**config.mk**
```make
export PLATFORM = sky130hd
export DESIGN_NAME = leaf_i2o5
export DESIGN_NICKNAME = d
export VERILOG_FILES = /design/src/leaf_pkg.sv /design/src/leaf_fifo.sv /design/src/leaf_decode.sv /design/src/leaf_kernel.sv /design/src/leaf_result.sv /design/src/leaf_i2o5.sv
export SDC_FILE = /design/constraint.sdc
export NUM_CORES = 2
export LEC_CHECK = 0
export BUFFER_PORTS_ARGS = -buffer_cell sky130_fd_sc_hd__buf_2
export CAP_MARGIN = 20
export CORE_MARGIN = 3
export CORE_UTILIZATION = 60
export CTS_BUF_LIST = sky130_fd_sc_hd__clkbuf_8
export CTS_CLUSTER_SIZE = 30
export DETAILED_ROUTE_END_ITERATION = 12
export MAX_ROUTING_LAYER = met4
export PLACE_DENSITY_LB_ADDON = 0.15
export SYNTH_ARGS = -nofsm -noshare
export SYNTH_HDL_FRONTEND = slang
export SYNTH_SLANG_ARGS = --single-unit
```
**constraint.sdc**
```tcl
create_clock -name clk -period 28.7 [get_ports clk]
set_input_delay 4.305 -clock clk [delete_from_list [all_inputs] [get_ports clk]]
set_output_delay 4.305 -clock clk [all_outputs]
set_load 0.02 [all_outputs]
```
**src/leaf_pkg.sv**
```systemverilog
package leaf_pkg;

    // ==========================================================================
    // packet layout, valid bit on top and payload at the bottom
    // ==========================================================================
    localparam int packet_bits  = 49;
    localparam int payload_bits = 32;
    localparam int leaf_bits    = 5;
    localparam int port_bits    = 4;
    localparam int addr_bits    = 7;

    typedef logic [packet_bits-1:0]  packet_t;
    typedef logic [payload_bits-1:0] payload_t;
    typedef logic [leaf_bits-1:0]    leaf_t;
    typedef logic [port_bits-1:0]    port_t;
    typedef logic [addr_bits-1:0]    addr_t;

    localparam int pkt_vld_bit  = packet_bits - 1;             // 48
    localparam int pkt_leaf_lsb = pkt_vld_bit - leaf_bits;     // 47:43
    localparam int pkt_port_lsb = pkt_leaf_lsb - port_bits;    // 42:39
    localparam int pkt_addr_lsb = pkt_port_lsb - addr_bits;    // 38:32

    // ==========================================================================
    // kernel ports
    // ==========================================================================
    localparam port_t cfg_port     = 4'd0;     // destination table writes
    localparam port_t in_port_base = 4'd2;     // input 1, input 2 is next
    localparam int    num_in       = 2;
    localparam int    num_out      = 5;

    localparam int out_sel_bits = 3;
    typedef logic [out_sel_bits-1:0] out_sel_t;

    // config payload: [2:0] output, [7:3] leaf, [11:8] port
    localparam int cfg_leaf_lsb = out_sel_bits;
    localparam int cfg_port_lsb = cfg_leaf_lsb + leaf_bits;

endpackage

```
**src/leaf_fifo.sv**
```systemverilog
`timescale 1ns/1ps

module leaf_fifo #(
    parameter int WIDTH = 32,
    parameter int DEPTH = 4
) (
    input  logic             clk,
    input  logic             rst_n,
    input  logic             push,
    input  logic [WIDTH-1:0] push_data,
    input  logic             pop,
    output logic [WIDTH-1:0] pop_data,
    output logic             empty,
    output logic             full
);

    localparam int AW = (DEPTH > 1) ? $clog2(DEPTH) : 1;
    localparam int CW = $clog2(DEPTH + 1);

    logic [WIDTH-1:0] mem [DEPTH];
    logic [AW-1:0]    wr_ptr;
    logic [AW-1:0]    rd_ptr;
    logic [CW-1:0]    count;
    logic             do_push;
    logic             do_pop;

    function automatic logic [AW-1:0] next_ptr(input logic [AW-1:0] p);
        return (p == AW'(DEPTH - 1)) ? '0 : p + 1'b1;   // depth need not be a power of 2
    endfunction

    assign empty    = (count == '0);
    assign full     = (count == CW'(DEPTH));
    assign do_pop   = pop && !empty;
    assign do_push  = push && (!full || do_pop);        // full slot frees on same-cycle pop
    assign pop_data = mem[rd_ptr];                      // first word fall-through

    always_ff @(posedge clk) begin
        if (do_push) begin
            mem[wr_ptr] <= push_data;
        end
    end

    always_ff @(posedge clk or negedge rst_n) begin
        if (!rst_n) begin
            wr_ptr <= '0;
            rd_ptr <= '0;
            count  <= '0;
        end else begin
            if (do_push) wr_ptr <= next_ptr(wr_ptr);
            if (do_pop) rd_ptr <= next_ptr(rd_ptr);
            case ({do_push, do_pop})
                2'b10:   count <= count + 1'b1;
                2'b01:   count <= count - 1'b1;
                default: count <= count;
            endcase
        end
    end

endmodule

```
**src/leaf_decode.sv**
```systemverilog
`timescale 1ns/1ps

module leaf_decode #(
    parameter leaf_pkg::leaf_t LEAF_ADDR = 5'd1,
    parameter int              IN_DEPTH  = 8
) (
    input  logic                          clk,
    input  logic                          rst_n,
    input  leaf_pkg::packet_t             din,
    output leaf_pkg::payload_t            in_data [leaf_pkg::num_in],
    output logic [leaf_pkg::num_in-1:0]   in_vld,
    input  logic [leaf_pkg::num_in-1:0]   in_ack,
    output logic [leaf_pkg::num_in-1:0]   credit_out,
    output leaf_pkg::leaf_t               dest_leaf [leaf_pkg::num_out],
    output leaf_pkg::port_t               dest_port [leaf_pkg::num_out]
);

    leaf_pkg::leaf_t                 pkt_leaf;
    leaf_pkg::port_t                 pkt_port;
    leaf_pkg::payload_t              pkt_payload;
    logic                            pkt_here;
    leaf_pkg::out_sel_t              cfg_sel;
    logic                            cfg_wr;
    logic [leaf_pkg::num_in-1:0]     fifo_push;
    logic [leaf_pkg::num_in-1:0]     fifo_empty;
    logic [leaf_pkg::num_in-1:0]     fifo_full;

    // ==========================================================================
    // field split and address match
    // ==========================================================================
    assign pkt_leaf    = din[leaf_pkg::pkt_leaf_lsb +: leaf_pkg::leaf_bits];
    assign pkt_port    = din[leaf_pkg::pkt_port_lsb +: leaf_pkg::port_bits];
    assign pkt_payload = din[leaf_pkg::pkt_addr_lsb-1:0];
    assign pkt_here    = din[leaf_pkg::pkt_vld_bit] && (pkt_leaf == LEAF_ADDR);

    assign cfg_sel = pkt_payload[leaf_pkg::out_sel_bits-1:0];
    assign cfg_wr  = pkt_here && (pkt_port == leaf_pkg::cfg_port)
                  && (cfg_sel < leaf_pkg::out_sel_t'(leaf_pkg::num_out));  // 5..7 ignored

    // ==========================================================================
    // destination table
    // ==========================================================================
    always_ff @(posedge clk or negedge rst_n) begin
        if (!rst_n) begin
            for (int j = 0; j < leaf_pkg::num_out; j++) begin
                dest_leaf[j] <= '0;
                dest_port[j] <= '0;
            end
        end else if (cfg_wr) begin
            dest_leaf[cfg_sel] <= pkt_payload[leaf_pkg::cfg_leaf_lsb +: leaf_pkg::leaf_bits];
            dest_port[cfg_sel] <= pkt_payload[leaf_pkg::cfg_port_lsb +: leaf_pkg::port_bits];
        end
    end

    // ==========================================================================
    // input buffers toward the kernel
    // ==========================================================================
    for (genvar i = 0; i < leaf_pkg::num_in; i++) begin : g_in
        // sender credits keep this from filling, full check is only a guard
        assign fifo_push[i] = pkt_here && !fifo_full[i]
                           && (pkt_port == leaf_pkg::port_t'(leaf_pkg::in_port_base + i));

        leaf_fifo #(
            .WIDTH (leaf_pkg::payload_bits),
            .DEPTH (IN_DEPTH)
        ) in_fifo_i (
            .clk       (clk),
            .rst_n     (rst_n),
            .push      (fifo_push[i]),
            .push_data (pkt_payload),
            .pop       (credit_out[i]),
            .pop_data  (in_data[i]),
            .empty     (fifo_empty[i]),
            .full      (fifo_full[i])
        );
    end

    assign in_vld     = ~fifo_empty;
    assign credit_out = in_vld & in_ack;    // one credit per consumed word

endmodule

```
**src/leaf_kernel.sv**
```systemverilog
`timescale 1ns/1ps

module leaf_kernel (
    input  logic                          clk,
    input  logic                          rst_n,
    input  leaf_pkg::payload_t            in_data [leaf_pkg::num_in],
    input  logic [leaf_pkg::num_in-1:0]   in_vld,
    output logic [leaf_pkg::num_in-1:0]   in_ack,
    output leaf_pkg::payload_t            out_data,
    output logic [leaf_pkg::num_out-1:0]  out_vld,
    input  logic [leaf_pkg::num_out-1:0]  out_ack
);

    typedef enum logic {
        st_empty,
        st_full
    } state_t;

    state_t                          state;
    leaf_pkg::payload_t              sum;
    leaf_pkg::out_sel_t              sel;
    leaf_pkg::out_sel_t              sel_q;
    logic [leaf_pkg::num_out-1:0]    onehot;
    logic                            drain;
    logic                            free;
    logic                            take;

    // ==========================================================================
    // execute, add and steer
    // ==========================================================================
    assign sum = in_data[0] + in_data[1];                      // 32-bit wrap
    assign sel = leaf_pkg::out_sel_t'(sum % leaf_pkg::payload_t'(leaf_pkg::num_out));

    assign drain  = |(out_vld & out_ack);
    assign free   = (state == st_empty) || drain;              // output reg free or draining
    assign take   = (&in_vld) && free;
    assign in_ack = {leaf_pkg::num_in{take}};

    assign onehot  = {{(leaf_pkg::num_out-1){1'b0}}, 1'b1} << sel_q;
    assign out_vld = (state == st_full) ? onehot : '0;

    always_ff @(posedge clk or negedge rst_n) begin
        if (!rst_n) begin
            state <= st_empty;
        end else begin
            case (state)
                st_empty: begin
                    if (take) state <= st_full;
                end
                st_full: begin
                    if (drain && !take) state <= st_empty;     // back-to-back keeps full
                end
                default: state <= st_empty;
            endcase
        end
    end

    // result register, held until acked
    always_ff @(posedge clk) begin
        if (take) begin
            out_data <= sum;
            sel_q    <= sel;
        end
    end

endmodule

```
**src/leaf_result.sv**
```systemverilog
`timescale 1ns/1ps

module leaf_result #(
    parameter int OUT_DEPTH = 4,
    parameter int CREDITS   = 4
) (
    input  logic                          clk,
    input  logic                          rst_n,
    input  leaf_pkg::payload_t            out_data,
    input  logic [leaf_pkg::num_out-1:0]  out_vld,
    output logic [leaf_pkg::num_out-1:0]  out_ack,
    input  leaf_pkg::leaf_t               dest_leaf [leaf_pkg::num_out],
    input  leaf_pkg::port_t               dest_port [leaf_pkg::num_out],
    input  logic                          credit_in,
    output leaf_pkg::packet_t             dout
);

    localparam int CW = $clog2(CREDITS + 1);

    leaf_pkg::payload_t              fifo_data [leaf_pkg::num_out];
    logic [leaf_pkg::num_out-1:0]    fifo_push;
    logic [leaf_pkg::num_out-1:0]    fifo_pop;
    logic [leaf_pkg::num_out-1:0]    fifo_empty;
    logic [leaf_pkg::num_out-1:0]    fifo_full;
    leaf_pkg::addr_t                 seq [leaf_pkg::num_out];
    leaf_pkg::out_sel_t              rr_ptr;
    leaf_pkg::out_sel_t              pick;
    logic                            pick_ok;
    logic                            send;
    logic [CW-1:0]                   credit_cnt;

    // ==========================================================================
    // per-port output buffers
    // ==========================================================================
    assign out_ack   = ~fifo_full;
    assign fifo_push = out_vld & out_ack;

    for (genvar p = 0; p < leaf_pkg::num_out; p++) begin : g_out
        assign fifo_pop[p] = send && (pick == leaf_pkg::out_sel_t'(p));

        leaf_fifo #(
            .WIDTH (leaf_pkg::payload_bits),
            .DEPTH (OUT_DEPTH)
        ) out_fifo_i (
            .clk       (clk),
            .rst_n     (rst_n),
            .push      (fifo_push[p]),
            .push_data (out_data),
            .pop       (fifo_pop[p]),
            .pop_data  (fifo_data[p]),
            .empty     (fifo_empty[p]),
            .full      (fifo_full[p])
        );
    end

    // ==========================================================================
    // round-robin pick, first non-empty from rr_ptr
    // ==========================================================================
    always_comb begin : rr_pick
        int j;
        pick    = rr_ptr;
        pick_ok = 1'b0;
        for (int k = leaf_pkg::num_out - 1; k >= 0; k--) begin   // k = 0 wins
            j = int'(rr_ptr) + k;
            if (j >= leaf_pkg::num_out) j = j - leaf_pkg::num_out;
            if (!fifo_empty[j]) begin
                pick    = leaf_pkg::out_sel_t'(j);
                pick_ok = 1'b1;
            end
        end
    end

    assign send = pick_ok && (credit_cnt != '0);

    // ==========================================================================
    // packetizer and credit counter
    // ==========================================================================
    always_ff @(posedge clk or negedge rst_n) begin
        if (!rst_n) begin
            dout       <= '0;
            rr_ptr     <= '0;
            credit_cnt <= CW'(CREDITS);
            for (int q = 0; q < leaf_pkg::num_out; q++) begin
                seq[q] <= '0;
            end
        end else begin
            dout <= '0;                                         // idle cycles send zero
            if (send) begin
                dout <= {1'b1, dest_leaf[pick], dest_port[pick], seq[pick], fifo_data[pick]};
                seq[pick] <= seq[pick] + 1'b1;                  // wraps at 128
                rr_ptr    <= (pick == leaf_pkg::out_sel_t'(leaf_pkg::num_out - 1)) ?
                             '0 : pick + 1'b1;
            end
            case ({send, credit_in})
                2'b10:   credit_cnt <= credit_cnt - 1'b1;
                2'b01:   credit_cnt <= credit_cnt + 1'b1;
                default: credit_cnt <= credit_cnt;              // both or neither
            endcase
        end
    end

endmodule

```
**src/leaf_i2o5.sv**
```systemverilog
`timescale 1ns/1ps

module leaf_i2o5 #(
    parameter leaf_pkg::leaf_t LEAF_ADDR = 5'd1,
    parameter int              IN_DEPTH  = 8,
    parameter int              OUT_DEPTH = 4,
    parameter int              CREDITS   = 4
) (
    input  logic                          clk,
    input  logic                          rst_n,
    input  leaf_pkg::packet_t             din,
    output leaf_pkg::packet_t             dout,
    input  logic                          credit_in,
    output logic [leaf_pkg::num_in-1:0]   credit_out
);

    leaf_pkg::payload_t              in_data [leaf_pkg::num_in];
    logic [leaf_pkg::num_in-1:0]     in_vld;
    logic [leaf_pkg::num_in-1:0]     in_ack;
    leaf_pkg::payload_t              out_data;
    logic [leaf_pkg::num_out-1:0]    out_vld;
    logic [leaf_pkg::num_out-1:0]    out_ack;
    leaf_pkg::leaf_t                 dest_leaf [leaf_pkg::num_out];
    leaf_pkg::port_t                 dest_port [leaf_pkg::num_out];

    leaf_decode #(
        .LEAF_ADDR (LEAF_ADDR),
        .IN_DEPTH  (IN_DEPTH)
    ) decode_i (
        .clk        (clk),
        .rst_n      (rst_n),
        .din        (din),
        .in_data    (in_data),
        .in_vld     (in_vld),
        .in_ack     (in_ack),
        .credit_out (credit_out),
        .dest_leaf  (dest_leaf),
        .dest_port  (dest_port)
    );

    leaf_kernel kernel_i (
        .clk      (clk),
        .rst_n    (rst_n),
        .in_data  (in_data),
        .in_vld   (in_vld),
        .in_ack   (in_ack),
        .out_data (out_data),
        .out_vld  (out_vld),
        .out_ack  (out_ack)
    );

    leaf_result #(
        .OUT_DEPTH (OUT_DEPTH),
        .CREDITS   (CREDITS)
    ) result_i (
        .clk       (clk),
        .rst_n     (rst_n),
        .out_data  (out_data),
        .out_vld   (out_vld),
        .out_ack   (out_ack),
        .dest_leaf (dest_leaf),
        .dest_port (dest_port),
        .credit_in (credit_in),
        .dout      (dout)
    );

endmodule

```
==> impl_results.md <==
* Worst EP required at 29,310 ps
* Hold EP: result_i.seq[7]
* Least-Margin Pin Slew at 1161 ps
* Syn_nets at 3,941
* Placed cells at 5,115
* Crit path arrival time at 18,260 ps
* Fin crit share at 61.50%
* CTS tree: yes
* Fraction of layout cells with a size suffix above 1 at 24.35%
* Synth top area cells: edfxtp_1 (58%), mux4_2 (11%), dfrtp_1 (7.8%), mux2_2 (2.8%), ha_1 (1.9%)
* Count of buffers from port buffering at 95
* Max incr delay on CP at 940 ps
* H-tree Lvls at 4
* Setup bufs post-CTS at 0
* Worst r2r dst: kernel_i.sel_q[1]
* Max-slew headroom at 22.59%
* Worst R2R Path Depth at 47
* Setup violators final at 0
* HP Start: result_i.seq[7]
* Setup WS pre-CTS at 11,610 ps
* Io pins at 103
* Maximum clock rate at 56.65 MHz
* Root buffer cell: clkbuf_8
* Worst hold path class: reg2reg
* Final critical-path required period at 17,650 ps
* Via count at 35,350
* Post-DP HPWL at 83,210 um
* Seq/Total Area, Yosys at 66.31%
* Flops & latches, synth at 1,378
* Fin Setup TNS at 0 ps
* CTS Hold Buffers Added at 0
* CTS clk-pin slew, worst paths at 60 ps
* Critical Path Start Type: flip-flop
* Synth top area share at 58.47%
* CP Capture Type: flip-flop
* Post-synth top cells: edfxtp_1 (1,187), mux4_2 (297), nand2_1 (269), dfrtp_1 (190), nor2_1 (179)
* Setup Crit Path Kind: reg2reg
* Post-route DRC at 0
* Post-synth EDFFs at 1,187
* Slew Limit Fails at 0
* Pin count of the biggest net entering global routing at 74
* Global-route wire length before repair at 218,000 um
* Total track usage at 28.34%
* Leading area contributor after synthesis: edfxtp_1
* Clock sinks at 1,378
* Status: finished clean
* Post-CTS resize count at 0
* Vias in the first global route at 35,170
* Hold Fails Final Rpt at 0
* R2r startpoint: decode_i.g_in[0].in_fifo_i.rd_ptr[0]
* Final Skew at 31.04 ps
* GRT overflow at 0
* Min setup slack post-route at 11,050 ps
* CP max-delay cell: a2111oi_0
* Clk buf depth at 3
* FP Rows at 116
* Die width at 324.8 um
* Die area at 105,500 um^2
* Clk_lat worst skew at 880 ps
* Mapped Cells at 3,784
* Final cell count without fillers at 5,494
* Top_reg_cell synth: edfxtp_1
* Fin nets at 4,126
* Crit Path Max Fanout at 37
* Final Wtd Congestion at 0.9180
* Routed WL per cell at 26.13 um
* Initial antenna violation count at 12
* Synthesized area per cell at 16.11 um^2
* R2R Setup Slk at 11,050 ps
* Fraction of synthesis flops using an asynchronous set or reset pin at 13.86%
* Fin Hold WS at 482.9 ps
* Total Routed Length at 143,600 um
* DR vias/cell at 6.434
* Post-route antenna net violation count at 0
* RSZ-0062 raised after global routing: false
* Synth cell types at 118
* Mapped cell area at 60,960 um^2
* Hold Path Cell Cnt at 2
* Router iterations before antenna repair at 5
* Die height at 324.8 um
* Count leader, synth: edfxtp_1
* Area grow syn2layout at 9.868%
* Initial Util at 60.70%
* Synth warn at 0
* Total CTS buffers at 207
* DR iter-0 viols at 3,499
* Core area at 100,400 um^2
* Max-cap violation count at 0
cell usage in the layout (no fill, tap or decap), types with 23 or more instances in the layout:
| cell | instances |
|---|---|
| o31ai_1 | 25 |
| xor2_1 | 24 |
| a21o_1 | 34 |
| buf_4 | 76 |
| o211ai_1 | 23 |
| nor3_1 | 56 |
| nand3_1 | 86 |
| mux4_2 | 297 |
| nand4_1 | 27 |
| clkbuf_8 | 222 |
| o21ai_0 | 85 |
| inv_1 | 151 |
| dfrtp_1 | 174 |
| nand2_1 | 268 |
| buf_2 | 94 |
| xnor2_1 | 43 |
| ha_1 | 95 |
| edfxtp_1 | 1187 |
| a311oi_1 | 49 |
| a21oi_1 | 155 |
| nor2_1 | 170 |
| mux2_2 | 152 |
| clkinv_1 | 60 |
state kept, by name (all words and copies together) (netlist names), 8 cells and up:
name	cells
result_i.seq	35
decode_i.g_in.in_fifo_i.mem	512
result_i.g_out.out_fifo_i.count	15
result_i.g_out.out_fifo_i.wr_ptr	10
decode_i.dest_leaf	25
kernel_i.out_data	32
result_i.dout	49
decode_i.dest_port	20
result_i.g_out.out_fifo_i.mem	640
decode_i.g_in.in_fifo_i.count	8
result_i.g_out.out_fifo_i.rd_ptr	10
through the flow:
step / utilization [%] / area [um^2]
final: 66.69 / 66980
after global routing: 66.69 / 66980
after CTS: 66.63 / 66930
after detailed placement: 62.83 / 63100
after global placement: 62.77 / 63040
after floorplan: - / 60960
critical path, delay by kind of cell (launching register included):
family                   cells  cell delay [ps]
multiplexers                 3             1020
adder cells (fa/ha/maj)      3              960
buffers and inverters        4             1710
flip-flops                   1              840
AO/OA/AOI/OAI               20             7320
AND/OR/NAND/NOR             16             5200
XOR/XNOR                     1              220
routing by layer:
| layer | routed length, um | global-route usage, % | share of wire (%) |
|---|---|---|---|
| met5 | 0 | - | 0 |
| met4 | 2898 | 7.447 | 2.0 |
| met3 | 8932 | 4.375 | 6.2 |
| met2 | 74460 | 47.22 | 52 |
| met1 | 57290 | 36.97 | 40 |
worst max-delay path by stage:
stage / end / cells after the start / slack (ps) / from
5_1_grt: kernel_i.sel_q[1] / 47 / 9880 / decode_i.g_in[1].in_fifo_i.rd_ptr[0]
3_5_place_dp: kernel_i.sel_q[1] / 47 / 11610 / decode_i.g_in[0].in_fifo_i.rd_ptr[0]
2_1_floorplan: kernel_i.sel_q[1] / 51 / 15230 / decode_i.g_in[0].in_fifo_i.rd_ptr[0]
3_3_place_gp: kernel_i.sel_q[1] / 47 / 11740 / decode_i.g_in[0].in_fifo_i.rd_ptr[0]
6_report: kernel_i.sel_q[1] / 47 / 11050 / decode_i.g_in[0].in_fifo_i.rd_ptr[0]
4_1_cts: kernel_i.sel_q[1] / 47 / 11550 / decode_i.g_in[1].in_fifo_i.rd_ptr[0]
cells by family after synthesis:
kind of cell / after synthesis / synth area share (%)
multiplexers: 468 / 14.09
AND/OR/NAND/NOR: 803 / 6.375
AO/OA/AOI/OAI: 655 / 7.850
buffers and inverters: 306 / 2.077
adder cells (fa/ha/maj): 106 / 2.295
flip-flops: 1378 / 66.31
XOR/XNOR: 68 / 0.9995
final cells by class:
class                           count  area (um^2)
Sequential cell                  1378        40450
Clock buffer                      222         3055
Inverter                          106        400.4
Multi-Input combinational cell   2100        19440
Antenna cell                        5        12.51
Tap cell                         1357         1698
Clock inverter                    150        767.0
Fill cell                        6928        33460
Timing Repair Buffer              176         1156
Power is left out: the tool's default activity adds up to more than one toggle a clock period on the data nets, which glitch-free logic cannot reach.
